## src/common/vrf_settings.svh

```systemverilog
`ifndef VRF_SETTINGS_SVH
`define VRF_SETTINGS_SVH

//////////////////////////////
// Memory geometry
//////////////////////////////

// Data word width, one memory word per access
`define VRF_WORD_W 32

// Word address width of the data memory
`define VRF_ADDR_W 10

//////////////////////////////
// Operation limits
//////////////////////////////

// Width of the vector length field
`define VRF_VL_W 16

// Operand pairs held between memory and the execution unit
`define VRF_QUEUE_DEPTH 2

`endif

```

## src/common/vrf_pkg.sv

```systemverilog
`default_nettype none

`include "vrf_settings.svh"

package vrf_pkg;

  //////////////////////////////
  // Element width
  //////////////////////////////

  // Value is the shift from elements to bytes
  typedef enum logic [1:0] {
    SEW_8  = 2'd0,
    SEW_16 = 2'd1,
    SEW_32 = 2'd2
  } sew_e;

  //////////////////////////////
  // Vector sizing
  //////////////////////////////

  // Words covered by one vector register operand
  typedef logic [`VRF_VL_W-1:0] word_cnt_t;

  //////////////////////////////
  // Memory request
  //////////////////////////////

  // One access on the shared data memory port
  typedef struct packed {
    // High for a write
    logic                   we;
    // Word address
    logic [`VRF_ADDR_W-1:0] addr;
    // Byte lanes, all set for reads
    logic [3:0]             be;
    // Ignored for reads
    logic [`VRF_WORD_W-1:0] wdata;
  } mem_req_t;

endpackage

`default_nettype wire

```

## src/vrf_op_ctrl.sv

```systemverilog
`include "vrf_settings.svh"

`timescale 1ns/100ps
`default_nettype none

module vrf_op_ctrl import vrf_pkg::*; (
  input  logic                   clk_i,
  input  logic                   rst_ni,

  // Operation port
  input  logic                   op_valid_i,
  output logic                   op_ready_o,
  input  logic                   op_binary_i,
  input  logic [`VRF_VL_W-1:0]   vl_i,
  input  sew_e                   sew_i,
  input  logic [`VRF_ADDR_W-1:0] vs1_addr_i,
  input  logic [`VRF_ADDR_W-1:0] vs2_addr_i,
  input  logic [`VRF_ADDR_W-1:0] vd_addr_i,
  output logic                   done_o,

  // Reader and writer control
  input  logic                   wr_last_i,
  output logic                   start_o,
  output logic                   binary_o,
  output word_cnt_t              word_cnt_o,
  output logic [3:0]             tail_be_o,
  output logic [`VRF_ADDR_W-1:0] vs1_base_o,
  output logic [`VRF_ADDR_W-1:0] vs2_base_o,
  output logic [`VRF_ADDR_W-1:0] vd_base_o
);

  logic                 busy_q;
  logic                 accept;
  logic                 zero_vl;
  logic [`VRF_VL_W+1:0] byte_cnt;
  word_cnt_t            word_cnt;
  logic [3:0]           tail_be;
  logic                 start_q;
  logic                 done_q;

  assign op_ready_o = !busy_q;
  assign accept     = op_valid_i && op_ready_o;
  assign zero_vl    = (vl_i == '0);

  //////////////////////////////
  // Size of the vector
  //////////////////////////////

  assign byte_cnt = {2'b00, vl_i} << sew_i;

  // Round up to whole words
  assign word_cnt = byte_cnt[`VRF_VL_W+1:2] + word_cnt_t'(|byte_cnt[1:0]);

  // Byte lanes of the last word
  always_comb begin
    case (byte_cnt[1:0])
      2'b01:   tail_be = 4'b0001;
      2'b10:   tail_be = 4'b0011;
      2'b11:   tail_be = 4'b0111;
      default: tail_be = 4'b1111;
    endcase
  end

  //////////////////////////////
  // Idle / busy
  //////////////////////////////

  always_ff @(posedge clk_i or negedge rst_ni) begin
    if (!rst_ni) begin
      busy_q  <= 1'b0;
      start_q <= 1'b0;
      done_q  <= 1'b0;
    end else begin
      start_q <= accept && !zero_vl;
      // Empty vector finishes right away
      done_q  <= (accept && zero_vl) || wr_last_i;
      if (accept) begin
        busy_q <= !zero_vl;
      end else if (wr_last_i) begin
        busy_q <= 1'b0;
      end
    end
  end

  // Operation fields stay put until the next acceptance
  always_ff @(posedge clk_i) begin
    if (accept) begin
      binary_o   <= op_binary_i;
      word_cnt_o <= word_cnt;
      tail_be_o  <= tail_be;
      vs1_base_o <= vs1_addr_i;
      vs2_base_o <= vs2_addr_i;
      vd_base_o  <= vd_addr_i;
    end
  end

  assign start_o = start_q;
  assign done_o  = done_q;

  // Writer only finishes an operation that was started here
  wr_last_busy_a: assert property (
    @(posedge clk_i) disable iff (!rst_ni) wr_last_i |-> busy_q
  );

endmodule

`default_nettype wire

```

## src/vrf_operand_fetch.sv

```systemverilog
`include "vrf_settings.svh"

`timescale 1ns/100ps
`default_nettype none

module vrf_operand_fetch import vrf_pkg::*; (
  input  logic                   clk_i,
  input  logic                   rst_ni,

  // From the operation control
  input  logic                   start_i,
  input  logic                   binary_i,
  input  word_cnt_t              word_cnt_i,
  input  logic [`VRF_ADDR_W-1:0] vs1_base_i,
  input  logic [`VRF_ADDR_W-1:0] vs2_base_i,

  // Read side of the arbiter
  output logic                   rd_req_o,
  output mem_req_t               rd_payload_o,
  input  logic                   rd_gnt_i,
  input  logic                   rd_rvalid_i,
  input  logic [`VRF_WORD_W-1:0] rd_rdata_i,

  // Operand port
  output logic                   opnd_valid_o,
  output logic [`VRF_WORD_W-1:0] opnd_a_o,
  output logic [`VRF_WORD_W-1:0] opnd_b_o,
  input  logic                   opnd_ready_i
);

  localparam int unsigned queue_depth = `VRF_QUEUE_DEPTH;
  localparam int unsigned ptr_w = (queue_depth > 1) ? $clog2(queue_depth) : 1;
  localparam int unsigned cnt_w = $clog2(queue_depth + 1) + 1;

  logic                   active_q;
  logic                   phase_q;
  logic                   ret_phase_q;
  word_cnt_t              idx_q;
  word_cnt_t              idx_nxt;
  logic                   first_rd;
  logic                   space_ok;
  logic [cnt_w-1:0]       pend_q;
  logic [cnt_w-1:0]       count_q;
  logic [`VRF_WORD_W-1:0] a_q;
  logic [`VRF_WORD_W-1:0] a_mem [queue_depth];
  logic [`VRF_WORD_W-1:0] b_mem [queue_depth];
  logic [ptr_w-1:0]       wr_ptr_q;
  logic [ptr_w-1:0]       rd_ptr_q;
  logic                   push;
  logic                   pop;

  //////////////////////////////
  // Read issue
  //////////////////////////////

  // Phase 0 reads vs1, phase 1 reads vs2
  assign first_rd = !(binary_i && phase_q);
  assign idx_nxt  = idx_q + 1'b1;
  // A new pair needs a queue slot reserved up front
  assign space_ok = (count_q + pend_q) < cnt_w'(queue_depth);
  assign rd_req_o = active_q && (!first_rd || space_ok);

  always_comb begin
    rd_payload_o.we    = 1'b0;
    rd_payload_o.addr  = (phase_q ? vs2_base_i : vs1_base_i) + idx_q[`VRF_ADDR_W-1:0];
    rd_payload_o.be    = 4'b1111;
    rd_payload_o.wdata = '0;
  end

  always_ff @(posedge clk_i or negedge rst_ni) begin
    if (!rst_ni) begin
      active_q    <= 1'b0;
      phase_q     <= 1'b0;
      ret_phase_q <= 1'b0;
      idx_q       <= '0;
    end else begin
      if (start_i) begin
        active_q    <= 1'b1;
        phase_q     <= !binary_i;
        ret_phase_q <= !binary_i;
        idx_q       <= '0;
      end else begin
        if (rd_gnt_i) begin
          if (!phase_q) begin
            phase_q <= 1'b1;
          end else begin
            phase_q <= !binary_i;
            idx_q   <= idx_nxt;
            if (idx_nxt == word_cnt_i) active_q <= 1'b0;
          end
        end
        // Data returns in issue order
        if (rd_rvalid_i) ret_phase_q <= ret_phase_q ? !binary_i : 1'b1;
      end
    end
  end

  //////////////////////////////
  // Operand queue
  //////////////////////////////

  assign push = rd_rvalid_i && ret_phase_q;
  assign pop  = opnd_valid_o && opnd_ready_i;

  always_ff @(posedge clk_i or negedge rst_ni) begin
    if (!rst_ni) begin
      pend_q   <= '0;
      count_q  <= '0;
      wr_ptr_q <= '0;
      rd_ptr_q <= '0;
    end else begin
      // Pairs with a read granted but not yet queued
      case ({rd_gnt_i && first_rd, push})
        2'b10:   pend_q <= pend_q + 1'b1;
        2'b01:   pend_q <= pend_q - 1'b1;
        default: pend_q <= pend_q;
      endcase
      case ({push, pop})
        2'b10:   count_q <= count_q + 1'b1;
        2'b01:   count_q <= count_q - 1'b1;
        default: count_q <= count_q;
      endcase
      if (push) wr_ptr_q <= (wr_ptr_q == ptr_w'(queue_depth - 1)) ? '0 : wr_ptr_q + 1'b1;
      if (pop) rd_ptr_q <= (rd_ptr_q == ptr_w'(queue_depth - 1)) ? '0 : rd_ptr_q + 1'b1;
    end
  end

  always_ff @(posedge clk_i) begin
    if (rd_rvalid_i && !ret_phase_q) a_q <= rd_rdata_i;
    if (push) begin
      a_mem[wr_ptr_q] <= a_q;
      b_mem[wr_ptr_q] <= rd_rdata_i;
    end
  end

  assign opnd_valid_o = (count_q != '0);
  assign opnd_a_o     = a_mem[rd_ptr_q];
  assign opnd_b_o     = b_mem[rd_ptr_q];

  // Stalled operands must not change under the execution unit
  opnd_stable_a: assert property (
    @(posedge clk_i) disable iff (!rst_ni)
    opnd_valid_o && !opnd_ready_i |=> opnd_valid_o && $stable(opnd_a_o) && $stable(opnd_b_o)
  );

endmodule

`default_nettype wire

```

## src/vrf_result_write.sv

```systemverilog
`include "vrf_settings.svh"

`timescale 1ns/100ps
`default_nettype none

module vrf_result_write import vrf_pkg::*; (
  input  logic                   clk_i,
  input  logic                   rst_ni,

  // From the operation control
  input  logic                   start_i,
  input  word_cnt_t              word_cnt_i,
  input  logic [3:0]             tail_be_i,
  input  logic [`VRF_ADDR_W-1:0] vd_base_i,
  output logic                   wr_last_o,

  // Result port
  input  logic                   res_valid_i,
  input  logic [`VRF_WORD_W-1:0] res_data_i,
  output logic                   res_ready_o,

  // Write side of the arbiter
  output logic                   wr_req_o,
  output mem_req_t               wr_payload_o,
  input  logic                   wr_gnt_i
);

  word_cnt_t              rem_q;
  word_cnt_t              idx_q;
  logic                   pend_q;
  logic [`VRF_ADDR_W-1:0] addr_q;
  logic [3:0]             be_q;
  logic [`VRF_WORD_W-1:0] wdata_q;
  logic                   accept;

  // One write in flight at a time
  assign res_ready_o = !pend_q && (rem_q != '0);
  assign accept      = res_valid_i && res_ready_o;

  always_ff @(posedge clk_i or negedge rst_ni) begin
    if (!rst_ni) begin
      rem_q  <= '0;
      idx_q  <= '0;
      pend_q <= 1'b0;
    end else begin
      if (start_i) begin
        rem_q <= word_cnt_i;
        idx_q <= '0;
      end else if (accept) begin
        rem_q <= rem_q - 1'b1;
        idx_q <= idx_q + 1'b1;
      end
      if (accept) begin
        pend_q <= 1'b1;
      end else if (wr_gnt_i) begin
        pend_q <= 1'b0;
      end
    end
  end

  // Write request fields
  always_ff @(posedge clk_i) begin
    if (accept) begin
      addr_q  <= vd_base_i + idx_q[`VRF_ADDR_W-1:0];
      // Partial lanes only on the final word
      be_q    <= (rem_q == word_cnt_t'(1)) ? tail_be_i : 4'b1111;
      wdata_q <= res_data_i;
    end
  end

  assign wr_req_o = pend_q;

  always_comb begin
    wr_payload_o.we    = 1'b1;
    wr_payload_o.addr  = addr_q;
    wr_payload_o.be    = be_q;
    wr_payload_o.wdata = wdata_q;
  end

  // Count already at zero means this is the vector's last word
  assign wr_last_o = wr_gnt_i && (rem_q == '0);

  // Nothing may be written past the end of vd
  wr_overrun_a: assert property (
    @(posedge clk_i) disable iff (!rst_ni)
    wr_gnt_i |-> (idx_q != '0) && (idx_q <= word_cnt_i)
  );

endmodule

`default_nettype wire

```

## src/vrf_mem_arbiter.sv

```systemverilog
`include "vrf_settings.svh"

`timescale 1ns/100ps
`default_nettype none

module vrf_mem_arbiter import vrf_pkg::*; #(
  parameter type req_t = mem_req_t
) (
  input  logic                   clk_i,
  input  logic                   rst_ni,

  // Port a, high priority
  input  logic                   a_req_i,
  input  req_t                   a_payload_i,
  output logic                   a_gnt_o,

  // Port b, reads come back here
  input  logic                   b_req_i,
  input  req_t                   b_payload_i,
  output logic                   b_gnt_o,
  output logic                   b_rvalid_o,
  output logic [`VRF_WORD_W-1:0] b_rdata_o,

  // Data memory
  output logic                   mem_req_o,
  output logic                   mem_we_o,
  output logic [`VRF_ADDR_W-1:0] mem_addr_o,
  output logic [3:0]             mem_be_o,
  output logic [`VRF_WORD_W-1:0] mem_wdata_o,
  input  logic                   mem_gnt_i,
  input  logic                   mem_rvalid_i,
  input  logic [`VRF_WORD_W-1:0] mem_rdata_i
);

  req_t sel_payload;
  logic rd_inflight_q;

  // Fixed priority for port a
  assign sel_payload = a_req_i ? a_payload_i : b_payload_i;
  assign mem_req_o   = a_req_i || b_req_i;
  assign mem_we_o    = sel_payload.we;
  assign mem_addr_o  = sel_payload.addr;
  assign mem_be_o    = sel_payload.be;
  assign mem_wdata_o = sel_payload.wdata;

  assign a_gnt_o = a_req_i && mem_gnt_i;
  assign b_gnt_o = b_req_i && !a_req_i && mem_gnt_i;

  // Read data follows its grant by one cycle
  always_ff @(posedge clk_i or negedge rst_ni) begin
    if (!rst_ni) begin
      rd_inflight_q <= 1'b0;
    end else begin
      rd_inflight_q <= mem_req_o && mem_gnt_i && !mem_we_o;
    end
  end

  assign b_rvalid_o = mem_rvalid_i && rd_inflight_q;
  assign b_rdata_o  = mem_rdata_i;

  rvalid_expected_a: assert property (
    @(posedge clk_i) disable iff (!rst_ni) mem_rvalid_i |-> rd_inflight_q
  );

endmodule

`default_nettype wire

```

## src/vrf_seq_top.sv

```systemverilog
`include "vrf_settings.svh"

`timescale 1ns/100ps
`default_nettype none

module vrf_seq_top import vrf_pkg::*; (
  input  logic                   clk_i,
  input  logic                   rst_ni,

  // Operation port
  input  logic                   op_valid_i,
  output logic                   op_ready_o,
  input  logic                   op_binary_i,
  input  logic [`VRF_VL_W-1:0]   vl_i,
  input  sew_e                   sew_i,
  input  logic [`VRF_ADDR_W-1:0] vs1_addr_i,
  input  logic [`VRF_ADDR_W-1:0] vs2_addr_i,
  input  logic [`VRF_ADDR_W-1:0] vd_addr_i,
  output logic                   done_o,

  // Operand port
  output logic                   opnd_valid_o,
  output logic [`VRF_WORD_W-1:0] opnd_a_o,
  output logic [`VRF_WORD_W-1:0] opnd_b_o,
  input  logic                   opnd_ready_i,

  // Result port
  input  logic                   res_valid_i,
  input  logic [`VRF_WORD_W-1:0] res_data_i,
  output logic                   res_ready_o,

  // Data memory
  output logic                   mem_req_o,
  output logic                   mem_we_o,
  output logic [`VRF_ADDR_W-1:0] mem_addr_o,
  output logic [3:0]             mem_be_o,
  output logic [`VRF_WORD_W-1:0] mem_wdata_o,
  input  logic                   mem_gnt_i,
  input  logic                   mem_rvalid_i,
  input  logic [`VRF_WORD_W-1:0] mem_rdata_i
);

  logic                   start;
  logic                   binary;
  word_cnt_t              word_cnt;
  logic [3:0]             tail_be;
  logic [`VRF_ADDR_W-1:0] vs1_base;
  logic [`VRF_ADDR_W-1:0] vs2_base;
  logic [`VRF_ADDR_W-1:0] vd_base;
  logic                   wr_last;
  logic                   rd_req;
  mem_req_t               rd_payload;
  logic                   rd_gnt;
  logic                   rd_rvalid;
  logic [`VRF_WORD_W-1:0] rd_rdata;
  logic                   wr_req;
  mem_req_t               wr_payload;
  logic                   wr_gnt;

  vrf_op_ctrl u_op_ctrl (
    .clk_i       (clk_i),
    .rst_ni      (rst_ni),
    .op_valid_i  (op_valid_i),
    .op_ready_o  (op_ready_o),
    .op_binary_i (op_binary_i),
    .vl_i        (vl_i),
    .sew_i       (sew_i),
    .vs1_addr_i  (vs1_addr_i),
    .vs2_addr_i  (vs2_addr_i),
    .vd_addr_i   (vd_addr_i),
    .done_o      (done_o),
    .wr_last_i   (wr_last),
    .start_o     (start),
    .binary_o    (binary),
    .word_cnt_o  (word_cnt),
    .tail_be_o   (tail_be),
    .vs1_base_o  (vs1_base),
    .vs2_base_o  (vs2_base),
    .vd_base_o   (vd_base)
  );

  vrf_operand_fetch u_operand_fetch (
    .clk_i        (clk_i),
    .rst_ni       (rst_ni),
    .start_i      (start),
    .binary_i     (binary),
    .word_cnt_i   (word_cnt),
    .vs1_base_i   (vs1_base),
    .vs2_base_i   (vs2_base),
    .rd_req_o     (rd_req),
    .rd_payload_o (rd_payload),
    .rd_gnt_i     (rd_gnt),
    .rd_rvalid_i  (rd_rvalid),
    .rd_rdata_i   (rd_rdata),
    .opnd_valid_o (opnd_valid_o),
    .opnd_a_o     (opnd_a_o),
    .opnd_b_o     (opnd_b_o),
    .opnd_ready_i (opnd_ready_i)
  );

  vrf_result_write u_result_write (
    .clk_i        (clk_i),
    .rst_ni       (rst_ni),
    .start_i      (start),
    .word_cnt_i   (word_cnt),
    .tail_be_i    (tail_be),
    .vd_base_i    (vd_base),
    .wr_last_o    (wr_last),
    .res_valid_i  (res_valid_i),
    .res_data_i   (res_data_i),
    .res_ready_o  (res_ready_o),
    .wr_req_o     (wr_req),
    .wr_payload_o (wr_payload),
    .wr_gnt_i     (wr_gnt)
  );

  // Writer on port a so results drain ahead of new reads
  vrf_mem_arbiter #(
    .req_t (mem_req_t)
  ) u_mem_arbiter (
    .clk_i        (clk_i),
    .rst_ni       (rst_ni),
    .a_req_i      (wr_req),
    .a_payload_i  (wr_payload),
    .a_gnt_o      (wr_gnt),
    .b_req_i      (rd_req),
    .b_payload_i  (rd_payload),
    .b_gnt_o      (rd_gnt),
    .b_rvalid_o   (rd_rvalid),
    .b_rdata_o    (rd_rdata),
    .mem_req_o    (mem_req_o),
    .mem_we_o     (mem_we_o),
    .mem_addr_o   (mem_addr_o),
    .mem_be_o     (mem_be_o),
    .mem_wdata_o  (mem_wdata_o),
    .mem_gnt_i    (mem_gnt_i),
    .mem_rvalid_i (mem_rvalid_i),
    .mem_rdata_i  (mem_rdata_i)
  );

endmodule

`default_nettype wire

```

## config.mk

```make
export PLATFORM = sky130hd
export DESIGN_NAME = vrf_seq_top
export DESIGN_NICKNAME = d
export VERILOG_FILES = /design/src/common/vrf_pkg.sv /design/src/vrf_op_ctrl.sv /design/src/vrf_operand_fetch.sv /design/src/vrf_result_write.sv /design/src/vrf_mem_arbiter.sv /design/src/vrf_seq_top.sv
export VERILOG_INCLUDE_DIRS = /design/src /design/src/common
export SDC_FILE = /design/constraint.sdc
export NUM_CORES = 1
export LEC_CHECK = 0
export BUFFER_PORTS_ARGS = -buffer_cell sky130_fd_sc_hd__buf_2
export CORE_MARGIN = 2
export CORE_UTILIZATION = 55
export CTS_CLUSTER_SIZE = 10
export DETAILED_ROUTE_END_ITERATION = 10
export GPL_TIMING_DRIVEN = 0
export PLACE_DENSITY = 0.78
export SYNTH_ARGS = -nofsm -noshare
export SYNTH_HDL_FRONTEND = slang
export SYNTH_SLANG_ARGS = --single-unit
```

## constraint.sdc

```tcl
create_clock -name clk_i -period 5.5 [get_ports clk_i]
set_clock_uncertainty 0.2 [all_clocks]
set_input_delay 0.55 -clock clk_i [delete_from_list [all_inputs] [get_ports clk_i]]
set_output_delay 0.55 -clock clk_i [all_outputs]
set_load 0.02 [all_outputs]
```

==> summary.md <==
| Metric | Value |
|---|---|
| Largest stage delay, worst path | `approximately 0.60 ns` |
| CP Data Required Time | `between 4 and 5 ns` |
| Starting density of the core | `a little under three fifths` |
| GRT Overall Usage | `21.9%` |
| Net Count, Synth | `approximately 1200` |
| DR vias/cell | `about 5.5` |
| CTS Hold Bufs | `5` |
| # port buffers | `around 230` |
| Area of the multi-input gates | `between 4000 and 5000 um2` |
| Syn. warnings | `0` |
| Synth async-reset ratio | `between 10% and 20%` |
| Clk sink count | `313` |
| Seq. cell area | `between 9000 and 10000 um2` |
| Max Cap Viol | `0` |
| Top FF cell, synth | `edfxtp_1` |
| Final Hold Vio Count | `0` |
| Flop2flop setup slack | `2.66 ns` |
| Sequential share of the synthesized area | `around 65%` |
| Fillers | `roughly 1800` |
| Post-synthesis cell area | `~14000 um2` |
| Nets | `about 1400` |
| Die area | `about 27000 um2` |
| Logic pwr share | `a little over a quarter` |
| Total grt overflow | `0` |
| Crit path max fanout | `10` |
| CTS H-tree lvls | `2` |
| P_leak | `roughly 6.5 nW` |
| Top-count cell post-synth | `edfxtp_1` |
| Pins Over Slew Limit | `0` |
| Max VDD drop | `~0.39 mV` |
| Starting DRT DRC Count | `roughly 640` |
| DRC errors left | `0` |
| Core area | `roughly 25000 um2` |
| Number of global-route vias before repair | `about 8800` |
| CTS Buf Count | `37` |
| Critical Path AT | `around 4 ns` |
| Total setup buffers inserted after CTS | `0` |
| Net switching fraction of the power | `30.6%` |
| Slowest CP cell | `buf_1` |
| CTS resizes | `0` |
| Cell count after synthesis | `between 900 and 1000` |
| Largest net degree at the start of global routing | `65` |
| Tcrit/Tclk final | `a little under nine tenths` |
| Count of cell types in the netlist | `just under 70` |
| Number of endpoints failing setup at the final stage | `0` |
| Crit path time final | `4.74 ns` |
| Endpoint class of the critical path | `output pin` |
| Worst-margin pin slew | `about 0.9 ns` |
| Crit path cell chain | `buf_1 -> mux2_2 -> ha_1 -> inv_1 -> fa_1 -> nor2b_1 -> o21ai_0 -> a21boi_0 -> o211ai_1 -> a2111oi_0 -> nand3b_1 -> buf_2` |
| Switching power of the nets | `between 2 and 2.5 mW` |
| RSZ-0062 raised after global routing | `no` |
| Max Freq | `between 200 and 250 MHz` |
| CTS Root Cell | `clkbuf_16` |
| Synth area leaders | `edfxtp_1 (55%), dfrtp_1 (10%), mux2_2 (6.4%), xnor2_1 (3.8%), ha_1 (2.5%)` |
| Setup CP Type | `reg -> out` |
| Synth Register Bits | `313` |
| Int Power | `a little under 5 mW` |
| Layout cells sized above 1 | `a little under a third` |
| Post-synth EDFFs | `roughly 260` |
| Part of the power in the clock network | `slightly above 30%` |
| Number of top-level pins | `~240` |
| TritonCTS clock tree | `done` |
| Clk_lat worst skew | `0.51 ns` |
| Post-DP HPWL | `about 21000 um` |
| Element type at the critical path start | `flop` |
| Area delta synth->final | `20.3%` |
| Die Height | `between 150 and 200 um` |
| Hold slack | `0.0176 ns` |
| Top cells by count, synth | `edfxtp_1 (255), mux2_2 (79), nand2_1 (62), nor2_1 (62), xnor2_1 (61)` |
| Final ANT Viol Nets | `0` |
| PD cells | `around 420 nW/um2` |
| Initial antenna violation count | `0` |
| First-pass GRT wire length | `approximately 46000 um` |
| Reg power frac | `42.5%` |
| Detailed Route WL | `29300 um` |
| Clock transition at the registers of the reported paths | `approximately 0.050 ns` |
| Avg Synthesized Cell Area | `14.0 um2` |
| Cell row count | `58` |
| Post-DR wirelength/cell | `18.0 um` |
| Die width | `164 um` |
| Rel. slew slack | `around 40%` |
| Hold Path Class | `in -> reg` |
| Status | `finished, final reports clean` |
| Max Buffers Root-to-Sink | `3` |
| Top cell type's share of synthesized area | `54.7%` |
| # diodes | `0` |
| Vias | `~8900` |
| DRT Pass-1 Iters | `5` |
| Most area-hungry cell type in the Yosys netlist | `edfxtp_1` |
| Gpl congestion | `0.865` |
| Final total power | `about 7.1 mW` |
## cells by family after synthesis
group / count (synthesis) / share of synthesized area (%)
buffers and inverters: 74 / 2.30
flip-flops: 313 / 65.0
multiplexers: 99 / 8.35
adder cells (fa/ha/maj): 34 / 3.29
AND/OR/NAND/NOR: 292 / 10.9
other: 1 / 0.0268
XOR/XNOR: 88 / 5.61
AO/OA/AOI/OAI: 98 / 4.51
## routing by layer
metal / vias up / GRT usage [%] / routed length, um
met5: - / 0 / 0
met4: 0 / 6.02 / 579
met3: 56 / 4.01 / 1880
met2: 285 / 37.5 / 14300
met1: 4357 / 28.8 / 12500
li1: 4225 / - / -
## power by group through the flow
stage	registers [mW]	clock network [mW]	logic, mW
after floorplan	3.02	0	1.35
after global placement	3.05	0	1.86
after detailed placement	3.06	0	1.92
final	3.02	2.15	1.93
after global routing	3.05	2.28	2.10
after CTS	3.02	2.19	1.94
## registers in the layout, indices dropped and copies added (netlist names), 3 cells and up
register and flops:
u_operand_fetch.a_mem 64, u_operand_fetch.b_mem 64, u_operand_fetch.a_q 32, u_result_write.wdata_q 32, u_op_ctrl.word_cnt_o 16, u_operand_fetch.idx_q 16
u_result_write.rem_q 16, u_op_ctrl.vd_base_o 10, u_op_ctrl.vs1_base_o 10, u_op_ctrl.vs2_base_o 10, u_result_write.addr_q 10, u_result_write.idx_q 10
u_op_ctrl.tail_be_o 3, u_operand_fetch.count_q 3, u_operand_fetch.pend_q 3, u_result_write.be_q 3
## critical path: cells and delay by family, from the launching register on
kind,cells,cell delay (ns)
AOI/OAI and AO/OA,4,1.08
buffers and inverters,3,0.84
adders and majority gates,2,0.56
DFF,1,0.41
muxes,1,0.30
and+or+nand+nor,2,0.28
## layout make-up
type                       count  share of cell area [%]
sequential                   313                    54.1
multi-input combinational    612                    27.3
timing repair buffer         244                    8.01
clock buffer                  56                    6.16
tap                          330                    2.45
buffer                        36                    1.07
inverter                      38                   0.847
clock inverter                 2                   0.119
## layout by cell type, fill, tap and decap left out, types with 6 or more instances in the layout
master           n
buf_2          239
o21ai_0         35
mux2_2          79
xor2_1          26
mux2i_1         13
mux4_2           6
nor2_1          60
a21oi_1         16
nand2b_1        10
dfrtp_1         58
and2_1          38
or3_1            8
nand3_1         24
o21ai_1          7
ha_1            28
clkbuf_16       38
xnor2_1         61
and3_1           8
nor4_1          11
dlygate4sd3_1    6
clkbuf_1        39
nand2_1         62
nor3_1          30
edfxtp_1       255
nand4_1          9
inv_1           36
## stage by stage
| stage | setup slack (ns) | instances | area, um2 | setup TNS, ns | util [%] |
|---|---|---|---|---|---|
| 4_1_cts | 0.797 | 1630 | 16800 | 0 | 67.1 |
| 3_3_place_gp | -0.250 | 1562 | 15600 | -15.82 | 62.1 |
| 3_5_place_dp | 1.35 | 1567 | 15700 | 0 | 62.6 |
| 5_1_grt | 0.554 | 1631 | 16800 | 0 | 67.1 |
| 2_1_floorplan | 1.42 | 999 | 14000 | 0 | - |
| 6_report | 0.763 | 1631 | 16800 | 0 | 67.1 |
## final timing paths
check	cells past startpoint	start	to
min reg2reg	0	u_operand_fetch.a_q[13]	u_operand_fetch.a_mem[0][13]
max in group asynchronous	3	rst_ni	u_operand_fetch.ret_phase_q
min in group asynchronous	2	rst_ni	u_result_write.idx_q[3]
max reg2reg	12	u_operand_fetch.count_q[1]	u_operand_fetch.pend_q[2]
max	12	u_operand_fetch.phase_q	mem_addr_o[8]
min	1	vs1_addr_i[5]	u_op_ctrl.vs1_base_o[5]
Power figures use the tool's default switching activity.
